===== src/rtl/mvu_pkg.sv =====
// ~~~~~~~~~~~~~~~~~~~~
// Widths and latencies for a single matrix-vector unit
// Segment lengths are stored as the actual length minus 1
// ~~~~~~~~~~~~~~~~~~~~
package mvu_pkg;

    // Word and element geometry
    localparam int N_LANES = 4;                 // Elements per memory word
    localparam int BELEM   = 8;                 // Bits per element
    localparam int BWORD   = N_LANES * BELEM;   // Bits per memory word

    // Address and configuration widths
    localparam int BADDR   = 6;                 // 64 words per memory
    localparam int BCNTDWN = 8;
    localparam int BLENGTH = 4;
    localparam int BACC    = 24;
    localparam int BSCALER = 8;

    // Pipeline latencies
    localparam int MEMRDLATENCY  = 1;
    localparam int VVPSTAGES     = 1;
    localparam int SCALERLATENCY = 1;

    // Run cycle to accumulator input
    localparam int ACC_DELAY = MEMRDLATENCY + VVPSTAGES;

    // Run cycle to the write of its output
    localparam int PIPE_DEPTH = MEMRDLATENCY + VVPSTAGES + SCALERLATENCY + 1;

    typedef logic [BADDR-1:0]   addr_t;
    typedef logic [BWORD-1:0]   word_t;
    typedef logic [BLENGTH-1:0] len_t;
    typedef logic [BCNTDWN-1:0] cnt_t;
    typedef logic [BACC-1:0]    acc_t;
    typedef logic [BSCALER-1:0] scaler_t;

    // Countdown controller states
    typedef enum logic {
        ST_IDLE,
        ST_RUN
    } ctrl_state_t;

endpackage


===== src/rtl/mvu_agu.sv =====
// ~~~~~~~~~~~~~~~~~~~~
// Steps by 1 inside a segment and by jump at its last element
// Address is combinational and reads offset 0 while clr is high
// ~~~~~~~~~~~~~~~~~~~~
`timescale 1ns/100ps

module mvu_agu import mvu_pkg::*; (
    input  logic  mvu_ext,
    input  logic  rst,
    input  logic  clr,
    input  logic  step,
    input  addr_t base,
    input  len_t  length,
    input  addr_t jump,
    output addr_t addr,
    output logic  on_j
);

    addr_t off_q;
    len_t  cnt_q;                   // Position inside the segment
    addr_t cur_off;
    len_t  cur_cnt;

    // Clear and first step arrive in the same cycle
    assign cur_off = clr ? '0 : off_q;
    assign cur_cnt = clr ? '0 : cnt_q;

    assign on_j = step & (cur_cnt == length);
    assign addr = base + cur_off;   // Wraps within the memory

    always_ff @(posedge mvu_ext) begin
        if (rst) begin
            off_q <= '0;
            cnt_q <= '0;
        end else if (step) begin
            if (on_j) begin
                off_q <= cur_off + jump;
                cnt_q <= '0;
            end else begin
                off_q <= cur_off + addr_t'(1);
                cnt_q <= cur_cnt + len_t'(1);
            end
        end else if (clr) begin
            off_q <= '0;
            cnt_q <= '0;
        end
    end

endmodule


===== config.mk =====
export PLATFORM = sky130hd
export DESIGN_NAME = mvu_agu
export DESIGN_NICKNAME = d
export VERILOG_FILES = /design/src/rtl/mvu_pkg.sv /design/src/rtl/mvu_agu.sv
export SDC_FILE = /design/constraint.sdc
export NUM_CORES = 1
export LEC_CHECK = 0
export BUFFER_PORTS_ARGS = -buffer_cell sky130_fd_sc_hd__clkbuf_2
export CORE_MARGIN = 4
export CORE_UTILIZATION = 46
export CTS_CLUSTER_SIZE = 8
export DETAILED_ROUTE_END_ITERATION = 8
export PLACE_DENSITY = 0.75
export SYNTH_ARGS = -nofsm -noshare
export SYNTH_HDL_FRONTEND = slang
export SYNTH_SLANG_ARGS = --single-unit

===== constraint.sdc =====
create_clock -name mvu_ext -period 2.3 [get_ports mvu_ext]
set_input_delay 0.115 -clock mvu_ext [delete_from_list [all_inputs] [get_ports mvu_ext]]
set_output_delay 0.115 -clock mvu_ext [all_outputs]
set_load 0.01 [all_outputs]

==> metrics.md <==
| Metric | Value |
|---|---|
| EDFF count, synth | `0` |
| Number of max-cap violations | `0` |
| Total CTS buffers | `3` |
| Synth Area in Simple Gates | `19.9%` |
| Hold slack final | `0.142 ns` |
| Main combinational cell family by area after synthesis | `simple AND/OR/NAND/NOR gates` |
| Area delta synth->final | `48.0%` |
| Largest delay contributor family on the critical path | `compound AO/OA/AOI/OAI gates` |
| Met1 usage | `22.1%` |
| Final nets | `196` |
| Max-slew violations | `0` |
| Rel. slew slack | `77.1%` |
| DR iter-0 viols | `15` |
| Setup Viol. Count Final | `4` |
| Rows | `16` |
| First-pass GRT wire length | `4300 um` |
| Tmin final | `2.48 ns` |
| Multi-input logic area | `781 um2` |
| Asr flop ratio synth | `0%` |
| Hold Vio Cnt, Final | `0` |
| Area contributors post-synth | `dfxtp_1 (21%), ha_1 (15%), xnor2_1 (7.4%), nor2_1 (5.6%), a21oi_1 (4.8%)` |
| Critical path fanouts, max | `4` |
| Vias | `959` |
| Count of state elements after synthesis | `10` |
| Arr. time, crit path | `2.68 ns` |
| Vias per Instance | `5.07` |
| CP required | `2.50 ns` |
| IO Port Bufs | `26` |
| CTS sink count | `10` |
| RD Place Congestion | `0.816` |
| Per-cell routed wire length | `13.1 um` |
| Max incr delay on CP | `0.34 ns` |
| Unrepaired setup endpoints after global routing | `yes` |
| Xor and xnor area share after synthesis | `10.2%` |
| Tot Pwr | `0.000465 W` |
| WL final | `2480 um` |
| Final setup margin | `-0.180 ns` |
| Primary FF master, synth | `dfxtp_1` |
| GRT Util Overall | `20.3%` |
| Met2 usage | `37.6%` |
| Fmax | `403 MHz` |
| Cell Pwr Density | `334 mW/mm2` |
| Largest net degree at the start of global routing | `9` |
| Ant diodes | `0` |
| Die W | `53.2 um` |
| Clk buf depth | `2` |
| Leading area contributor after synthesis | `dfxtp_1` |
| Layout cells sized above 1 | `48.8%` |
| Number of global-route vias before repair | `1046` |
| Initial Util | `48.0%` |
| DP HPWL | `1790 um` |
| Mux cell area share after synthesis | `3.32%` |
| WP buf/inv | `2` |
| Clock Pin Slew Worst Setup and Hold Paths | `0.07 ns` |
| Cell mode on critical path | `a21oi_2` |
| Grt peak-use layer | `met2` |
| Netlist Area Pre-Place | `941 um2` |
| DP Worst Slack | `-0.254 ns` |
| Leakage power | `0.711 nW` |
| Worst-skew pair later-pin latency | `0.26 ns` |
| Die Y | `53.2 um` |
| Final Skew | `0.00323 ns` |
| # DRC | `0` |
| Setup CP Type | `flop to flop` |
| Worst path slowest cell | `dfxtp_2` |
| Pre-Repair DR Iteration Count | `4` |
| Initial antenna violation count | `0` |
| Clock root buffer | `clkbuf_4` |
| Worst path cell trace | `inv_2, a221o_1, a2111oi_4, nand2_1, inv_1, ha_4, a211oi_2, o21bai_1, a21oi_2, nand3_2, a21o_1, a21oi_2` |
| Synth Area per Inst | `8.25 um2` |
| Failing checks | `negative setup slack` |
| Register area | `205 um2` |
| Worst IR Drop VDD | `0.000448 V` |
| Worst hold path class | `input pin to flop` |
| M3 GR Usage | `5.35%` |
| Routed Antenna Nets | `0` |
| Post-layout util | `71.0%` |
| CP Capture Type | `flop` |
| Synth unique cells | `33` |
| Htree depth | `1` |
| Post-synth top area share | `21.3%` |
| Cells after Synth | `114` |
| Overflow left after global routing | `0` |
| Mapped Nets | `147` |
| Post-synthesis compound-gate area fraction | `19.9%` |
| Status | `finished, violations left` |
| Sequential-to-total area share from yosys stat | `21.3%` |
| Core box area | `0.00196 mm2` |
| Worst-margin pin slew | `0.344 ns` |
| CTS tree | `yes` |
| Critical Path Start Type | `flop` |
| Die area | `0.00283 mm2` |
| Yosys warnings | `0` |
| Final period utilization | `108%` |
| Filler cell count | `161` |
| Adder-cell share of the synthesized area | `18.9%` |
| I/O pin cnt | `27` |
## layout by cell type (no fill, tap or decap), types with 2 or more instances in the layout
cell	instances
buf_4	20
a211oi_2	2
xnor2_1	7
dfxtp_1	6
inv_2	4
a21o_1	5
nand2_1	3
o21bai_1	2
a21oi_2	4
ha_1	9
ha_4	2
mux2i_1	2
inv_1	8
and2_1	3
nand2b_1	3
a21oi_1	5
dfxtp_2	4
clkbuf_4	3
clkbuf_2	26
xor2_1	2
nor2_1	13
nor2b_1	4
o21ai_0	2
## per-layer routing
metal  up-vias  wire length [um]
met5         -                 0
met4         0                12
met3         2                61
met2        15              1390
met1       461              1020
li1        481                 -
## synthesized netlist by cell type, drive strengths merged (2+ instances only)
cell type	count
nor2	14
xnor2	8
fa	2
mux2i	2
nand2	3
inv	12
ha	11
and2	3
nor2b	5
nand3	2
o21bai	2
dfxtp	10
a21o	5
clkbuf	2
a211oi	2
o21ai	3
xor2	3
nand2b	4
a21oi	9
## registers in the layout, summed over array words and instances, names as in the netlist
| signal | flops |
|---|---|
| cnt_q | 4 |
| off_q | 6 |
## layout make-up
class | count | share of cell area (%)
Clock buffer | 4 | 2.61
Inverter | 12 | 3.23
Multi-Input combinational cell | 89 | 56.1
Sequential cell | 10 | 14.7
Tap cell | 27 | 2.43
Timing Repair Buffer | 47 | 20.9
## kinds of logic after synthesis
family | count (synthesis)
buffers and inverters | 15
DFF | 10
muxes | 3
adders and majority gates | 13
xor gates and xnor gates | 11
and+or+nand+nor | 36
AOI/OAI and AO/OA | 26
## final timing paths
path	startpoint	to	slack, ns	depth (start not counted)
max reg2reg	cnt_q[0]	off_q[5]	-0.18	12
max	cnt_q[0]	off_q[5]	-0.18	12
min	rst	off_q[5]	0.14	2
min reg2reg	off_q[5]	off_q[5]	0.62	3
## power breakdown
part | switching, W | internal (W) | total, W
registers | 0.00000193 | 0.000178 | 0.000180
clock network | 0.0000646 | 0.0000961 | 0.000161
logic | 0.0000614 | 0.0000627 | 0.000124
total | 0.000128 | 0.000337 | 0.000465
## repair_timing
action	in CTS	in global routing
cloned	0	0
setup buffers	2	3
pin swaps	2	6
endpoints found under the setup margin	3	6
hold buffers	0	0
resized for setup	13	8
## through the flow
step | instances | cell area [um2] | setup TNS [ns]
2_1_floorplan | 114 | 960 | -0.634
3_3_place_gp | 180 | 1230 | -0.232
3_5_place_dp | 180 | 1230 | -0.439
4_1_cts | 186 | 1330 | -0.333
5_1_grt | 189 | 1390 | -1.21
6_report | 189 | 1390 | -0.456
(Power assumes the default switching activity.)
