==> src/rtl/mvu_pkg.sv <==
// ~~~~~~~~~~~~~~~~~~~~
// Widths and latencies for a single matrix-vector unit
// Segment lengths are stored as the actual length minus 1
// ~~~~~~~~~~~~~~~~~~~~
package mvu_pkg;

    // Word and element geometry
    localparam int N_LANES = 4;                 // Elements per memory word
    localparam int BELEM   = 8;                 // Bits per element
    localparam int BWORD   = N_LANES * BELEM;   // Bits per memory word

    // Address and configuration widths
    localparam int BADDR   = 6;                 // 64 words per memory
    localparam int BCNTDWN = 8;
    localparam int BLENGTH = 4;
    localparam int BACC    = 24;
    localparam int BSCALER = 8;

    // Pipeline latencies
    localparam int MEMRDLATENCY  = 1;
    localparam int VVPSTAGES     = 1;
    localparam int SCALERLATENCY = 1;

    // Run cycle to accumulator input
    localparam int ACC_DELAY = MEMRDLATENCY + VVPSTAGES;

    // Run cycle to the write of its output
    localparam int PIPE_DEPTH = MEMRDLATENCY + VVPSTAGES + SCALERLATENCY + 1;

    typedef logic [BADDR-1:0]   addr_t;
    typedef logic [BWORD-1:0]   word_t;
    typedef logic [BLENGTH-1:0] len_t;
    typedef logic [BCNTDWN-1:0] cnt_t;
    typedef logic [BACC-1:0]    acc_t;
    typedef logic [BSCALER-1:0] scaler_t;

    // Countdown controller states
    typedef enum logic {
        ST_IDLE,
        ST_RUN
    } ctrl_state_t;

endpackage

==> src/rtl/mvu_param_buf.sv <==
// ~~~~~~~~~~~~~~~~~~~~
// Job registers load on start and hold for the whole job
// Host may change its inputs once start has been sampled
// ~~~~~~~~~~~~~~~~~~~~
`timescale 1ns/100ps

module mvu_param_buf import mvu_pkg::*; (
    input  logic    mvu_ext,
    input  logic    rst,
    input  logic    start,
    input  cnt_t    countdown,
    input  addr_t   wbaseaddr,
    input  addr_t   ibaseaddr,
    input  addr_t   obaseaddr,
    input  len_t    wlength,
    input  len_t    ilength,
    input  addr_t   wjump,
    input  addr_t   ijump,
    input  scaler_t scaler_b,
    output logic    start_q,
    output cnt_t    countdown_q,
    output addr_t   wbaseaddr_q,
    output addr_t   ibaseaddr_q,
    output addr_t   obaseaddr_q,
    output len_t    wlength_q,
    output len_t    ilength_q,
    output addr_t   wjump_q,
    output addr_t   ijump_q,
    output scaler_t scaler_b_q
);

    // Start lines up with the freshly loaded registers
    always_ff @(posedge mvu_ext) begin
        if (rst) begin
            start_q <= 1'b0;
        end else begin
            start_q <= start;
        end
    end

    always_ff @(posedge mvu_ext) begin
        if (rst) begin
            countdown_q <= '0;
            wbaseaddr_q <= '0;
            ibaseaddr_q <= '0;
            obaseaddr_q <= '0;
            wlength_q   <= '0;
            ilength_q   <= '0;
            wjump_q     <= '0;
            ijump_q     <= '0;
            scaler_b_q  <= '0;
        end else if (start) begin
            countdown_q <= countdown;
            wbaseaddr_q <= wbaseaddr;
            ibaseaddr_q <= ibaseaddr;
            obaseaddr_q <= obaseaddr;
            wlength_q   <= wlength;       // Actual length minus 1
            ilength_q   <= ilength;
            wjump_q     <= wjump;
            ijump_q     <= ijump;
            scaler_b_q  <= scaler_b;
        end
    end

endmodule

==> config.mk <==
export PLATFORM = sky130hd
export DESIGN_NAME = mvu_param_buf
export DESIGN_NICKNAME = d
export VERILOG_FILES = /design/src/rtl/mvu_pkg.sv /design/src/rtl/mvu_param_buf.sv
export SDC_FILE = /design/constraint.sdc
export NUM_CORES = 1
export LEC_CHECK = 0
export ABC_AREA = 0
export BUFFER_PORTS_ARGS = -buffer_cell sky130_fd_sc_hd__buf_2
export CORE_MARGIN = 1
export CORE_UTILIZATION = 47
export CTS_CLUSTER_DIAMETER = 40
export DETAILED_ROUTE_END_ITERATION = 10
export GPL_TIMING_DRIVEN = 0
export HOLD_SLACK_MARGIN = 0.03
export PLACE_DENSITY = 0.86
export SLEW_MARGIN = 40
export SYNTH_ARGS = -nofsm -noshare
export SYNTH_HDL_FRONTEND = slang
export SYNTH_SLANG_ARGS = --single-unit
==> constraint.sdc <==
create_clock -name mvu_ext -period 1.7 [get_ports mvu_ext]
set_input_delay 0.425 -clock mvu_ext [delete_from_list [all_inputs] [get_ports mvu_ext]]
set_output_delay 0.425 -clock mvu_ext [all_outputs]
set_load 0.005 [all_outputs]
==> run_results.csv <==
group,metric,value,unit
global_routing,grt_use_met3,3.60,%
worst_setup_path,path_delay_family,"flip-flops",
yosys,syn_avg_cell_area,11.3,µm²
cells_and_area,layout-drive-gt1-share,42.7,%
routing,wl,4070,µm
routing,routedWlPerCell,11.9,µm
worst_setup_path,slowest_stage,"dfxtp_1",
yosys,synth-simple-area-share,10.5,%
place,gp_congestion,0.642,
global_routing,grt_first_pass_wirelength,5990,µm
worst_setup_path,cp-start-kind,"flip-flop",
timing,final.setup.worst_slack,0.502,ns
power,powerDensity,963,nW/µm²
floorplanning,row_count,23,
cells_and_area,diodes,0,
yosys,synthDistinctLibCells,8,
yosys,synth-compound-area-share,0,%
floorplanning,initial_core_util,49.3,%
worst_setup_path,cp_max_fo,2,
worst_setup_path,crit_arrival,0.77,ns
yosys,yosysWarnings,0,
floorplanning,die_y,67.0,µm
power,p_leak,1.49,nW
cells_and_area,mostFrequentLayoutCell,"buf_2",
status,status,"completed",
timing,whs,0.354,ns
power,p_switching,0.578,mW
yosys,synthXorXnorAreaFrac,0,%
clock_tree,h-tree-depth,2,
routing,vias,1575,
floorplanning,ios,112,
worst_setup_path,cp-end-kind,"output port",
place,dp_cells,335,
clock_tree,clk_pin_slew,0.09,ns
worst_setup_path,cp_cell_sequence,"buf_2",
cells_and_area,nNetsFinal,349,
worst_setup_path,criticalPathCategory,"flip-flop to output port",
yosys,synthesis.instances,176,
routing,vias_per_cell,4.59,
power,vdd_drop_max,0.493,mV
timing,rsz0062_at_grt,"false",
global_routing,use_met2,31.4,%
clock_tree,cts_tree,"built",
timing,fmax,0.835,GHz
clock_tree,clockRootBuffer,"clkbuf_8",
yosys,netlist_area,1990,µm²
yosys,synth_adder_area_share,0,%
place,dp_slack,0.409,ns
place,place_hpwl,3130,µm
worst_setup_path,slowest_delay,0.36,ns
clock_tree,cts_made_buffers,5,
power,cellInternalPower,2.04,mW
cells_and_area,mostFrequentLayoutCells,"111 x buf_2, 55 x dfxtp_1, 54 x mux2i_1, 54 x nor2_1, 6 x clkbuf_8",
cells_and_area,fin_cells,343,
yosys,synthMuxAreaShare,27.2,%
timing,drv_slew,0,
global_routing,busiest_layer,"met2",
power,pwr-share-clk,33.2,%
worst_setup_path,cp.required,1.27,ns
power,swShare,22.1,%
yosys,ys_seq_area_share,55.4,%
power,seq_power_share,53.6,%
yosys,synth_seq_cells,55,
clock_tree,clock-sinks,55,
worst_setup_path,cp.buffers_inverters,1,
routing,remaining_drc_errors,0,
global_routing,met1_usage,20.1,%
cells_and_area,fill_cells,325,
clock_tree,cts_setup_buffers,0,
run,max_cap_violations,0,
global_routing,overflow,0,
clock_tree,clk_path_buf_depth,2,
global_routing,grt_max_degree,17,
routing,dr.pass1.iters,4,
clock_tree,clkLatencyLatePin,0.30,ns
worst_hold_path,hold_class,"primary input to flip-flop",
yosys,synth_top_family_by_area,"multiplexers",
timing,fin_setup_tns,0,ns
floorplanning,core_area,4030,µm²
timing,worst_pin_slew,0.431,ns
global_routing,antenna_found_initial,0,
timing,setup_viol,0,
timing,slew_headroom,71.3,%
floorplanning,fp.dieArea,4490,µm²
timing,fin_skew,0,ns
timing,finalHoldViolations,0,
global_routing,grt_usage,17.7,%
timing,post-route-period-util,70.4,%
floorplanning,die_w,67.0,µm
routing,first_iter_violations,52,
cells_and_area,syn2layout_area_growth,36.5,%
clock_tree,ctsHoldBuffers,0,
yosys,syn_nets,233,
routing,ant_nets,0,
power,combPwrFrac,13.2,%
place,portBuffers,109,
global_routing,grt_pass1_vias,1410,
timing,min_period,1.20,ns
clock_tree,cts_resized,0,
flip-flops by register name, summed over array words and instances, names as in the netlist:
name and cells:
countdown_q 8, scaler_b_q 8, obaseaddr_q 6, wbaseaddr_q 6, ilength_q 4, ijump_q 6, ibaseaddr_q 6, start_q 1
wlength_q 4, wjump_q 6
final timing paths:
| kind | startpoint | end | slack [ns] | cells after the start |
|---|---|---|---|---|
| min reg2reg | ijump_q[2] | ijump_q[2] | 0.50 | 2 |
| max reg2reg | obaseaddr_q[2] | obaseaddr_q[2] | 1.05 | 2 |
| min | countdown[0] | countdown_q[0] | 0.35 | 3 |
| max | obaseaddr_q[2] | obaseaddr_q[2] | 0.50 | 1 |
cell usage after synthesis (all sizes together):
library cell | n | area share, %
dfxtp | 55 | 55
mux2i | 54 | 27
nor2 | 54 | 10
buf | 12 | 6.9
nor2b | 1 | 0.32
through the flow:
stage | util (%) | power (mW) | cell area, µm²
global placement | 64.4 | 1.76 | 2590
finish | 67.3 | 2.61 | 2710
floorplan | - | 1.61 | 1990
detailed placement | 64.4 | 1.78 | 2590
global route | 67.3 | 2.72 | 2710
CTS | 67.3 | 2.64 | 2710
cell families (layout without fill, tap and decap cells):
family | after synthesis | in the layout
muxes | 54 | 54
buffers and inverters | 12 | 129
and+or+nand+nor | 55 | 55
DFF | 55 | 55
worst min-delay path, stage by stage:
cell     delay [ns]
buf_2          0.07
mux2i_1        0.05
nor2_1         0.07
final cells by class:
| type | count | area, µm² | share of cell area [%] |
|---|---|---|---|
| Clock inverter | 2 | 35.0 | 1.29 |
| Timing Repair Buffer | 109 | 546 | 20.1 |
| Sequential cell | 55 | 1100 | 40.6 |
| Tap cell | 50 | 62.6 | 2.31 |
| Clock buffer | 6 | 82.6 | 3.04 |
| Multi-Input combinational cell | 109 | 749 | 27.6 |
| Buffer | 12 | 136 | 5.03 |
routing by layer:
metal | vias up | share of wire, %
li1 | 805 | -
met1 | 701 | 42
met2 | 61 | 51
met3 | 8 | 6.0
met4 | 0 | 1.6
met5 | - | 0
power groups by stage:
stage,registers (mW),clock network (mW),logic [mW]
2_1_floorplan,1.44,0,0.177
3_3_place_gp,1.43,0,0.339
3_5_place_dp,1.43,0,0.351
4_1_cts,1.40,0.888,0.352
5_1_grt,1.41,0.931,0.384
6_report,1.40,0.867,0.345
(Power assumes the default switching activity.)
