===== src/rtl/mvu_pkg.sv =====
// ~~~~~~~~~~~~~~~~~~~~
// Widths and latencies for a single matrix-vector unit
// Segment lengths are stored as the actual length minus 1
// ~~~~~~~~~~~~~~~~~~~~
package mvu_pkg;

    // Word and element geometry
    localparam int N_LANES = 4;                 // Elements per memory word
    localparam int BELEM   = 8;                 // Bits per element
    localparam int BWORD   = N_LANES * BELEM;   // Bits per memory word

    // Address and configuration widths
    localparam int BADDR   = 6;                 // 64 words per memory
    localparam int BCNTDWN = 8;
    localparam int BLENGTH = 4;
    localparam int BACC    = 24;
    localparam int BSCALER = 8;

    // Pipeline latencies
    localparam int MEMRDLATENCY  = 1;
    localparam int VVPSTAGES     = 1;
    localparam int SCALERLATENCY = 1;

    // Run cycle to accumulator input
    localparam int ACC_DELAY = MEMRDLATENCY + VVPSTAGES;

    // Run cycle to the write of its output
    localparam int PIPE_DEPTH = MEMRDLATENCY + VVPSTAGES + SCALERLATENCY + 1;

    typedef logic [BADDR-1:0]   addr_t;
    typedef logic [BWORD-1:0]   word_t;
    typedef logic [BLENGTH-1:0] len_t;
    typedef logic [BCNTDWN-1:0] cnt_t;
    typedef logic [BACC-1:0]    acc_t;
    typedef logic [BSCALER-1:0] scaler_t;

    // Countdown controller states
    typedef enum logic {
        ST_IDLE,
        ST_RUN
    } ctrl_state_t;

endpackage


===== src/rtl/mvu_datapath.sv =====
// ~~~~~~~~~~~~~~~~~~~~
// Lanes are unsigned, results wrap modulo 2^32
// Outputs go to consecutive addresses from obaseaddr
// ~~~~~~~~~~~~~~~~~~~~
`timescale 1ns/100ps

module mvu_datapath import mvu_pkg::*; (
    input  logic    mvu_ext,
    input  logic    rst,
    input  logic    acc_clr,
    input  logic    acc_en,
    input  logic    seg_end,
    input  logic    wrw_en,
    input  addr_t   wrw_addr,
    input  word_t   wrw_word,
    input  addr_t   rdw_addr,
    input  word_t   rdd_word,
    input  scaler_t scaler_b,
    input  addr_t   obaseaddr,
    output logic    wb_en,
    output addr_t   wb_addr,
    output word_t   wb_word
);

    word_t wmem [2**BADDR];
    word_t rdw_word;
    acc_t  dot_sum;
    acc_t  dot_q;                   // Registered dot product
    acc_t  acc_q;
    acc_t  acc_sum;
    acc_t  tot_q;                   // Segment total for the scaler
    logic  tot_vld;
    addr_t out_idx;

    // Weight memory with registered read
    always_ff @(posedge mvu_ext) begin
        if (wrw_en) begin
            wmem[wrw_addr] <= wrw_word;
        end
        rdw_word <= wmem[rdw_addr];
    end

    always_comb begin
        dot_sum = '0;
        for (int i = 0; i < N_LANES; i++) begin
            dot_sum = dot_sum + acc_t'(rdw_word[i*BELEM +: BELEM]) *
                                acc_t'(rdd_word[i*BELEM +: BELEM]);
        end
    end

    // Clear arrives together with the first product of a job
    assign acc_sum = (acc_clr ? '0 : acc_q) + dot_q;

    always_ff @(posedge mvu_ext) begin
        if (rst) begin
            acc_q   <= '0;
            tot_vld <= 1'b0;
            wb_en   <= 1'b0;
            out_idx <= '0;
        end else begin
            tot_vld <= acc_en & seg_end;
            wb_en   <= tot_vld;
            if (acc_en) begin
                acc_q <= seg_end ? '0 : acc_sum;    // Restart after each segment
            end else if (acc_clr) begin
                acc_q <= '0;
            end
            if (acc_clr) begin
                out_idx <= '0;
            end else if (tot_vld) begin
                out_idx <= out_idx + addr_t'(1);
            end
        end
    end

    always_ff @(posedge mvu_ext) begin
        dot_q <= dot_sum;
        if (acc_en & seg_end) begin
            tot_q <= acc_sum;
        end
        wb_word <= word_t'(tot_q) * word_t'(scaler_b);
        wb_addr <= obaseaddr + out_idx;
    end

endmodule


===== config.mk =====
export PLATFORM = sky130hd
export DESIGN_NAME = mvu_datapath
export DESIGN_NICKNAME = d
export VERILOG_FILES = /design/src/rtl/mvu_pkg.sv /design/src/rtl/mvu_datapath.sv
export SDC_FILE = /design/constraint.sdc
export NUM_CORES = 2
export LEC_CHECK = 0
export BUFFER_PORTS_ARGS = -buffer_cell sky130_fd_sc_hd__buf_2
export CELL_PAD_IN_SITES_DETAIL_PLACEMENT = 1
export CELL_PAD_IN_SITES_GLOBAL_PLACEMENT = 2
export CORE_MARGIN = 1
export CORE_UTILIZATION = 50
export DETAILED_ROUTE_END_ITERATION = 6
export PLACE_DENSITY_LB_ADDON = 0.3
export SETUP_SLACK_MARGIN = 0.4
export SLEW_MARGIN = 20
export SYNTH_ARGS = -nofsm -noshare
export SYNTH_HDL_FRONTEND = slang
export SYNTH_SLANG_ARGS = --single-unit

===== constraint.sdc =====
create_clock -name mvu_ext -period 8.9 [get_ports mvu_ext]
set_input_delay 1.78 -clock mvu_ext [delete_from_list [all_inputs] [get_ports mvu_ext]]
set_output_delay 1.78 -clock mvu_ext [all_outputs]
set_load 0.05 [all_outputs]

==> impl_metrics.json <==
{
  "status": "complete, no violations",
  "syn2layout_area_growth_pct": 11.8,
  "drive_above_1_share": 0.223,
  "cts_resized": 0,
  "first_global_vias": 52700,
  "slew_headroom": 0.239,
  "cts_max_level": 4,
  "viasPerCell": 6.06,
  "place.gp.congestion": 0.796,
  "leakagePower_nw": 37.5,
  "drtAntennaViolNets": 0,
  "hold_slack_ns": 0.527,
  "initial_core_util": 0.505,
  "worstSetupPathType": "primary input to flip-flop",
  "finClkSkew_ns": 0.0305,
  "num_rows": 161,
  "period_share": 0.832,
  "path_max_fanout": 8,
  "yosys_warnings": 0,
  "cts_tree": "yes",
  "hold_violations": 0,
  "yosysTopAreaCellShare": 0.638,
  "routedWlPerCell_um": 30.1,
  "pin_count": 135,
  "grt_max_degree": 132,
  "ys.flop_type": "edfxtp_1",
  "dp_hpwl_um": 146000,
  "grt_overflow": 0,
  "fin_crit_ns": 7.40,
  "clockRootBuffer": "clkbuf_16",
  "fin_tns_setup_ns": 0,
  "rsz0062_at_grt": "false",
  "dieArea_mm2": 0.197,
  "crit_required_ns": 9.69,
  "die_h_um": 444,
  "drt_first_pass_iters": 5,
  "ys_seq_elements": 2193,
  "vias": 49100,
  "clk_pin_slew_worst_paths_ns": 0.06,
  "rrSetupSlack_ns": 1.91,
  "drtIter0Drc": 4793,
  "fill_cells": 16900,
  "worstSetupStartpointType": "primary input",
  "cts_buffer_depth": 3,
  "synthCells": 5137,
  "power_mw": 39.9,
  "cts.sinks": 2193,
  "ir_drop_uv": 1630,
  "antenna_found_initial": 21,
  "syn_area_mm2": 0.0975,
  "cp_data_arrival_time_ns": 8.19,
  "dieWidth_um": 444,
  "slew_viol_final": 0,
  "numPortBuffers": 134,
  "core_mm2": 0.193,
  "cts_buffers": 214,
  "synth.most_common_cell": "edfxtp_1",
  "worst_pin_slew_ns": 1.14,
  "synth_area_per_cell_um2": 19.0,
  "drt_wl_total_um": 244000,
  "end_kind": "flip-flop",
  "ys_top_cells_by_area": "edfxtp_1, mux4_2, fa_1, ha_1, dfxtp_1",
  "post-cts-setup-buffers": 0,
  "async_flop_share": 0,
  "hold_buffers": 0,
  "grt_pass1_wl_um": 359000,
  "hp-class": "flip-flop to flip-flop",
  "drc_errors": 0,
  "globalRouteTotalUtil": 0.252,
  "drv_cap": 0,
  "power_density_mw_per_mm2": 366,
  "synth_seq_area_share": 0.663,
  "final_nets": 6044,
  "yosys.area.top_type": "edfxtp_1",
  "insertion_delay_ns": 0.88,
  "synth_edf_count": 2072,
  "syn_nets": 5798,
  "yosysUniqueCellTypes": 62,
  "fmax_mhz": 135,
  "hold_depth": 2,
  "reg2regPathDepth": 23,
  "synthTopCellsByCount": "edfxtp_1, mux4_2, inv_1, fa_1",
  "setup_viol": 0
}
metal layers:
metal	wire [um]	vias up	track usage	part of all wire
met2	124000	1800	0.427	0.51
met3	15100	331	0.0348	0.062
met4	5220	6	0.0627	0.021
met1	99500	26700	0.348	0.41
li1	-	20300	-	-
met5	41	-	0	0.00017
area by class of cell:
cell class	count	area, um2	share of cell area
sequential	2193	64600	0.593
antenna	7	17.5	0.000161
clock inverter	140	1490	0.0137
tap	2526	3160	0.0290
inverter	455	1710	0.0157
clock buffer	265	5630	0.0517
timing repair buffer	227	1600	0.0146
multi-input combinational	2292	30800	0.282
placed cells by master, fill, tap and decap left out, types with 49 or more instances in the layout:
| master | count |
|---|---|
| mux2i_1 | 49 |
| ha_1 | 206 |
| nor2_4 | 63 |
| and2_1 | 244 |
| edfxtp_1 | 2072 |
| buf_4 | 106 |
| buf_2 | 107 |
| nor2_1 | 54 |
| nand2_1 | 243 |
| inv_1 | 454 |
| mux4_2 | 624 |
| dfxtp_1 | 121 |
| fa_1 | 359 |
| a21oi_1 | 72 |
| clkbuf_16 | 217 |
stage by stage:
| step | instances | utilization | setup WS (ns) | cell area, um2 |
|---|---|---|---|---|
| 6_report | 8105 | 0.564 | 1.50 | 109000 |
| 5_1_grt | 8100 | 0.564 | 1.15 | 109000 |
| 4_1_cts | 8095 | 0.563 | 1.50 | 109000 |
| 3_3_place_gp | 7690 | 0.527 | 0.629 | 102000 |
| 2_1_floorplan | 5137 | - | 1.10 | 97500 |
| 3_5_place_dp | 7690 | 0.527 | 0.597 | 102000 |
flip-flops by register name, summed over array words and instances, names as in the netlist:
name and flops:
acc_q 24, wb_addr 6, rdw_word 32, tot_vld 1
wb_word 32, wb_en 1, out_idx 6, wmem 2048
tot_q 24, dot_q 19
worst paths after layout:
kind | from | to
worst max-delay path | rdd_word[27] | dot_q[18]$_DFF_P_
worst min-delay path | out_idx[5]$_SDFFE_PP0P_ | out_idx[5]$_SDFFE_PP0P_
worst max register to register | rdw_word[25]$_DFF_P_ | dot_q[18]$_DFF_P_
worst min register to register | out_idx[5]$_SDFFE_PP0P_ | out_idx[5]$_SDFFE_PP0P_
kinds of logic (layout without fill, tap and decap cells):
kind of cell,count (synthesis),count (layout),share of synthesized area
flip-flops,2193,2193,0.663
AND/OR/NAND/NOR,701,701,0.0358
multiplexers,673,673,0.149
buffers and inverters,652,1087,0.0263
adder cells (fa/ha/maj),565,565,0.100
AO/OA/AOI/OAI,287,287,0.0194
XOR/XNOR,66,66,0.00593
other,0,7,0
where the power goes:
| group | internal, mW | switching (mW) |
|---|---|---|
| clock | 5.26 | 3.91 |
| sequential | 11.9 | 0.182 |
| combinational | 8.25 | 10.5 |
critical path, stage by stage:
cell and delay, ns:
buf_2 0.19, nand2_1 0.11, fa_1 0.56, inv_1 0.05, fa_1 0.47, inv_1 0.05
fa_1 0.49, fa_1 0.51, inv_1 0.05, fa_1 0.48, fa_1 0.51, inv_1 0.05
fa_1 0.47, fa_1 0.49, inv_1 0.05, ha_1 0.32, a211oi_1 0.23, nor2_1 0.11
o41ai_1 0.30, buf_4 0.19, nand2b_1 0.12, a31oi_1 0.11, o41ai_1 0.33, xnor2_1 0.16
No activity file was read; power rests on OpenSTA's default activity.
