**src/rtl/mvu_pkg.sv**
```systemverilog
// ~~~~~~~~~~~~~~~~~~~~
// Widths and latencies for a single matrix-vector unit
// Segment lengths are stored as the actual length minus 1
// ~~~~~~~~~~~~~~~~~~~~
package mvu_pkg;

    // Word and element geometry
    localparam int N_LANES = 4;                 // Elements per memory word
    localparam int BELEM   = 8;                 // Bits per element
    localparam int BWORD   = N_LANES * BELEM;   // Bits per memory word

    // Address and configuration widths
    localparam int BADDR   = 6;                 // 64 words per memory
    localparam int BCNTDWN = 8;
    localparam int BLENGTH = 4;
    localparam int BACC    = 24;
    localparam int BSCALER = 8;

    // Pipeline latencies
    localparam int MEMRDLATENCY  = 1;
    localparam int VVPSTAGES     = 1;
    localparam int SCALERLATENCY = 1;

    // Run cycle to accumulator input
    localparam int ACC_DELAY = MEMRDLATENCY + VVPSTAGES;

    // Run cycle to the write of its output
    localparam int PIPE_DEPTH = MEMRDLATENCY + VVPSTAGES + SCALERLATENCY + 1;

    typedef logic [BADDR-1:0]   addr_t;
    typedef logic [BWORD-1:0]   word_t;
    typedef logic [BLENGTH-1:0] len_t;
    typedef logic [BCNTDWN-1:0] cnt_t;
    typedef logic [BACC-1:0]    acc_t;
    typedef logic [BSCALER-1:0] scaler_t;

    // Countdown controller states
    typedef enum logic {
        ST_IDLE,
        ST_RUN
    } ctrl_state_t;

endpackage

```
**src/rtl/mvu_controller.sv**
```systemverilog
// ~~~~~~~~~~~~~~~~~~~~
// Run is high for countdown cycles from start_q
// A start_q while running restarts the count
// ~~~~~~~~~~~~~~~~~~~~
`timescale 1ns/100ps

module mvu_controller import mvu_pkg::*; (
    input  logic mvu_ext,
    input  logic rst,
    input  logic start_q,
    input  cnt_t countdown,
    output logic run,
    output logic done,
    output logic irq
);

    ctrl_state_t state;
    cnt_t        remaining;         // Run cycles left after this one

    // First run cycle coincides with start_q
    assign run = (state == ST_RUN) | (start_q & (countdown != '0));

    always_ff @(posedge mvu_ext) begin
        if (rst) begin
            state     <= ST_IDLE;
            remaining <= '0;
            done      <= 1'b0;
            irq       <= 1'b0;
        end else begin
            done <= 1'b0;
            if (start_q) begin
                irq <= 1'b0;
                if (countdown > cnt_t'(1)) begin
                    state     <= ST_RUN;
                    remaining <= countdown - cnt_t'(1);
                end else begin
                    state <= ST_IDLE;   // Zero or one run cycle
                    done  <= 1'b1;
                    irq   <= 1'b1;
                end
            end else if (state == ST_RUN) begin
                if (remaining == cnt_t'(1)) begin
                    state <= ST_IDLE;
                    done  <= 1'b1;
                    irq   <= 1'b1;
                end else begin
                    remaining <= remaining - cnt_t'(1);
                end
            end
        end
    end

endmodule

```
**config.mk**
```make
export PLATFORM = sky130hd
export DESIGN_NAME = mvu_controller
export DESIGN_NICKNAME = d
export VERILOG_FILES = /design/src/rtl/mvu_pkg.sv /design/src/rtl/mvu_controller.sv
export SDC_FILE = /design/constraint.sdc
export NUM_CORES = 1
export LEC_CHECK = 0
export BUFFER_PORTS_ARGS = -buffer_cell sky130_fd_sc_hd__buf_4
export CAP_MARGIN = 20
export CORE_ASPECT_RATIO = 1.25
export CORE_MARGIN = 5
export CORE_UTILIZATION = 48
export CTS_CLUSTER_SIZE = 16
export DETAILED_ROUTE_END_ITERATION = 10
export GPL_ROUTABILITY_DRIVEN = 0
export GPL_TIMING_DRIVEN = 1
export HOLD_SLACK_MARGIN = 0.06
export PLACE_DENSITY_LB_ADDON = 0.12
export REMOVE_ABC_BUFFERS = 1
export SLEW_MARGIN = 20
export SYNTH_ARGS = -nofsm -noshare
export SYNTH_HDL_FRONTEND = slang
export SYNTH_SLANG_ARGS = --single-unit
```
**constraint.sdc**
```tcl
create_clock -name mvu_ext -period 2.15 [get_ports mvu_ext]
set_input_delay 0.5375 -clock mvu_ext [delete_from_list [all_inputs] [get_ports mvu_ext]]
set_output_delay 0.5375 -clock mvu_ext [all_outputs]
set_load 0.005 [all_outputs]
```
==> run_summary.xml <==
<?xml version="1.0" encoding="UTF-8"?>
<metrics>
  <group name="outcome">
    <metric name="run_status" unit="">finished, violations left</metric>
    <metric name="failed_checks" unit="">setup timing</metric>
  </group>
  <group name="finish">
    <metric name="multi_input_area" unit="um^2">508</metric>
    <metric name="layout-drive-gt1-share" unit="%">25.2</metric>
    <metric name="fillers" unit="">135</metric>
    <metric name="final_cell_count_no_fill" unit="">141</metric>
    <metric name="finalNetCount" unit="">140</metric>
    <metric name="layout.core_utilization" unit="%">63.9</metric>
    <metric name="layout_stage_area_growth_over_the_synthesis_result" unit="%">26.9</metric>
    <metric name="seq_area" unit="um^2">220</metric>
    <metric name="n_antenna_cell" unit="">0</metric>
  </group>
  <group name="critical_path">
    <metric name="required" unit="ps">1610</metric>
    <metric name="worstSetupEndpointType" unit="">primary output</metric>
    <metric name="cp_top_family" unit="">simple AND/OR/NAND/NOR gates</metric>
    <metric name="reg2reg_setup_slack" unit="ps">310</metric>
    <metric name="path_cells" unit="">buf_6, or4_4, nor3_2, nand2_1, a21o_1, buf_6</metric>
    <metric name="critical_path.max_stage_delay" unit="ps">540</metric>
    <metric name="arrival_time_worst_endpoint" unit="ps">1650</metric>
    <metric name="timing.rr.end" unit="">remaining[6]</metric>
    <metric name="worst_path_most_repeated_cell" unit="">sky130_fd_sc_hd__buf_6</metric>
    <metric name="crit_slowest_cell" unit="">sky130_fd_sc_hd__or4_4</metric>
    <metric name="crit_buf_inv" unit="">2</metric>
    <metric name="worstSetupStartpointType" unit="">input port</metric>
    <metric name="critPathMaxFanout" unit="">2</metric>
    <metric name="crit-reg2reg-launch" unit="">remaining[0]</metric>
    <metric name="ff2ff_path_depth" unit="">7</metric>
    <metric name="crit_start" unit="">countdown[3]</metric>
    <metric name="setup.worst_path.class" unit="">input port to primary output</metric>
  </group>
  <group name="global_routing">
    <metric name="grt_pass1_vias" unit="">843</metric>
    <metric name="grt_overflow_total" unit="">0</metric>
    <metric name="grt_max_degree" unit="">23</metric>
    <metric name="number_of_antenna_violations_at_the_first_check_in_global_routing" unit="">0</metric>
    <metric name="gr-usage-all-layers" unit="%">17.7</metric>
    <metric name="wire_length_of_the_first_global_routing_pass" unit="mm">3.50</metric>
  </group>
  <group name="timing">
    <metric name="post-route-worst-setup-slack" unit="ps">-37.1</metric>
    <metric name="worst_margin_slew" unit="ps">366</metric>
    <metric name="maximum_frequency_from_static_timing_analysis" unit="MHz">457</metric>
    <metric name="max_slew_margin" unit="%">75.4</metric>
    <metric name="rsz0062_at_grt" unit="">yes</metric>
    <metric name="setup-tns-final" unit="ps">-37.1</metric>
    <metric name="finalClockSkew" unit="ps">2.56</metric>
    <metric name="setup_viol" unit="">1</metric>
    <metric name="slew_violations" unit="">0</metric>
    <metric name="fin_crit_sh" unit="%">102</metric>
    <metric name="finalCriticalPeriod" unit="ps">2190</metric>
    <metric name="final-hold-violation-count" unit="">0</metric>
  </group>
  <group name="clock_tree">
    <metric name="hold_buffers" unit="">0</metric>
    <metric name="tritoncts" unit="">built</metric>
    <metric name="worst_skew_pair_later_pin_latency" unit="ps">260</metric>
    <metric name="cts_max_level" unit="">1</metric>
    <metric name="clk_pin_slew_worst_paths" unit="ps">80</metric>
    <metric name="cts_made_buffers" unit="">3</metric>
    <metric name="clkSinkCount" unit="">11</metric>
    <metric name="cts_buffer_depth" unit="">2</metric>
    <metric name="clock_tree.root_cell" unit="">sky130_fd_sc_hd__clkbuf_4</metric>
  </group>
  <group name="drt">
    <metric name="top_signal_layer_used" unit="">met4</metric>
    <metric name="wl_met1" unit="um">849</metric>
    <metric name="route.detailed.vias_per_inst" unit="">5.81</metric>
    <metric name="detail_route.drc_violations" unit="">0</metric>
    <metric name="wl_met2" unit="um">984</metric>
    <metric name="number_of_vias_after_detailed_routing" unit="">819</metric>
    <metric name="route.final.wire_length" unit="mm">2.00</metric>
    <metric name="final_antenna_net_count" unit="">0</metric>
    <metric name="met3_length" unit="um">152</metric>
    <metric name="count_of_tritonroute_iterations_in_the_first_routing_pass" unit="">4</metric>
    <metric name="wl_per_cell" unit="um">14.2</metric>
    <metric name="count_of_routing_violations_after_the_opening_detailed_route_iteration" unit="">32</metric>
  </group>
  <group name="logic_synthesis">
    <metric name="synth.yosys.seq_area_share" unit="%">28.0</metric>
    <metric name="post_synth_instance_area" unit="um^2">787</metric>
    <metric name="synthCells" unit="">99</metric>
    <metric name="synth_top_cell_by_area" unit="">sky130_fd_sc_hd__dfxtp_1</metric>
    <metric name="netlist_top_cells_area" unit="">sky130_fd_sc_hd__dfxtp_1 (28%), sky130_fd_sc_hd__ha_1 (7.9%), sky130_fd_sc_hd__nor2_1 (6.7%)</metric>
    <metric name="synth-edff-count" unit="">0</metric>
    <metric name="synth_seq_cells" unit="">11</metric>
    <metric name="netlist_top_cells_count" unit="">sky130_fd_sc_hd__nor2_1 (14), sky130_fd_sc_hd__dfxtp_1 (11), sky130_fd_sc_hd__a21oi_1 (10), sky130_fd_sc_hd__inv_1 (8), sky130_fd_sc_hd__o21ai_0 (7)</metric>
    <metric name="yosys_most_used_dff" unit="">sky130_fd_sc_hd__dfxtp_1</metric>
    <metric name="synthesis.area_per_instance" unit="um^2">7.95</metric>
    <metric name="yosys.cell_types.count" unit="">31</metric>
    <metric name="yosys_warnings" unit="">0</metric>
    <metric name="yosysMostFrequentCell" unit="">sky130_fd_sc_hd__nor2_1</metric>
    <metric name="synthArstFlopShare" unit="%">0</metric>
    <metric name="synth_largest_type_area_fraction" unit="%">28.0</metric>
  </group>
  <group name="pwr">
    <metric name="power_frac_seq" unit="%">43.2</metric>
    <metric name="post-layout-total-power" unit="mW">0.564</metric>
    <metric name="power.leakage" unit="nW">0.435</metric>
    <metric name="max-vdd-ir-drop" unit="uV">532</metric>
    <metric name="power_density" unit="nW/um^2">565</metric>
    <metric name="p_switching" unit="mW">0.183</metric>
    <metric name="power_switching_share" unit="%">32.5</metric>
    <metric name="comb_power_share" unit="%">31.3</metric>
    <metric name="power_report.internal_total" unit="mW">0.381</metric>
    <metric name="power.share.clock" unit="%">25.5</metric>
  </group>
  <group name="worst_hold_path">
    <metric name="holdCritPathClass" unit="">flop to flop</metric>
    <metric name="min_to" unit="">irq</metric>
    <metric name="min_from" unit="">irq</metric>
    <metric name="whs_path_depth" unit="">2</metric>
  </group>
  <group name="floorplan">
    <metric name="die_h" unit="um">55.3</metric>
    <metric name="pin_count" unit="">14</metric>
    <metric name="dieArea" unit="um^2">2550</metric>
    <metric name="floorplan.die.width" unit="um">46.2</metric>
    <metric name="floorplan.initialDensity" unit="%">50.4</metric>
    <metric name="core_area" unit="um^2">1560</metric>
    <metric name="std_cell_rows" unit="">16</metric>
  </group>
  <group name="placed_design">
    <metric name="dp.final_hpwl" unit="mm">1.49</metric>
    <metric name="numPortBuffers" unit="">13</metric>
    <metric name="placedCellCount" unit="">135</metric>
  </group>
  <group name="run">
    <metric name="maxCapViolCount" unit="">0</metric>
  </group>
</metrics>
==> cell families after synthesis <==
family	share of synthesized area, %
XOR/XNOR	5.57
AND/OR/NAND/NOR	21.3
adder cells (fa/ha/maj)	7.95
buffers and inverters	8.11
multiplexers	1.27
AO/OA/AOI/OAI	27.8
flip-flops	28.0
==> cells in the final DEF, fill, tap and decap left out, drive strengths merged, types with 4 or more instances in the layout <==
cell type | synthesis | routed
buf | 2 | 24
nor2 | 14 | 14
dfxtp | 11 | 11
a21oi | 10 | 10
inv | 8 | 8
o21ai | 7 | 7
nor3 | 6 | 6
nand2 | 5 | 5
ha | 5 | 5
clkbuf | 2 | 4
==> cell type report <==
type | instances | share of cell area, %
inverters | 8 | 3.01
clock buffers | 4 | 2.63
flip-flops and latches | 11 | 22.1
well taps | 18 | 2.26
repair buffers | 24 | 19.2
multi-input cells | 76 | 50.9
==> sequential cells by signal (all words and copies together) (netlist names) <==
register and cells:
done 1, irq 1, remaining 8, state 1
==> worst reg2reg max path, cell delays in order, from the launching register on <==
cell and delay (ps):
sky130_fd_sc_hd__dfxtp_1 370, sky130_fd_sc_hd__inv_1 80, sky130_fd_sc_hd__ha_1 200, sky130_fd_sc_hd__or4b_2 650, sky130_fd_sc_hd__nor2_1 120, sky130_fd_sc_hd__nor2_1 50, sky130_fd_sc_hd__o211ai_1 170, sky130_fd_sc_hd__o31ai_1 90
==> per-stage QoR <==
| step | setup WS [ps] | instance area, um^2 | hold slack, ps |
|---|---|---|---|
| CTS | -52.4 | 991 | 469 |
| detailed placement | -153 | 941 | 454 |
| finish | -37.1 | 998 | 470 |
| global route | -97.5 | 998 | 507 |
| floorplan | 0.767 | 753 | 442 |
| global placement | -119 | 941 | 440 |
==> power groups by stage <==
stage / sequential, mW / combinational, mW / clock (mW)
finish: 0.244 / 0.176 / 0.144
global route: 0.247 / 0.197 / 0.161
CTS: 0.243 / 0.174 / 0.147
detailed placement: 0.247 / 0.170 / 0
global placement: 0.246 / 0.167 / 0
floorplan: 0.242 / 0.101 / 0
==> worst max-delay path by stage <==
stage,to,slack [ps],depth (start not counted)
3_3_place_gp,remaining[0],-120,6
3_5_place_dp,remaining[3],-150,6
5_1_grt,run,-100,6
4_1_cts,run,-50,6
2_1_floorplan,remaining[0],0.8,5
6_report,run,-40,6
==> what timing repair did <==
item                                    CTS  global route
pin swaps                                 4             3
setup buffers                             1             2
gates cloned                              0             0
resized for setup                         4             0
endpoints found under the setup margin    1             7
==> routing by layer <==
layer,up-vias,global-route usage (%)
met2,35,27.4
met1,373,24.0
met5,-,0
met3,4,3.25
met4,0,6.10
li1,407,-
Note: power is estimated with default switching activity, not from simulation.
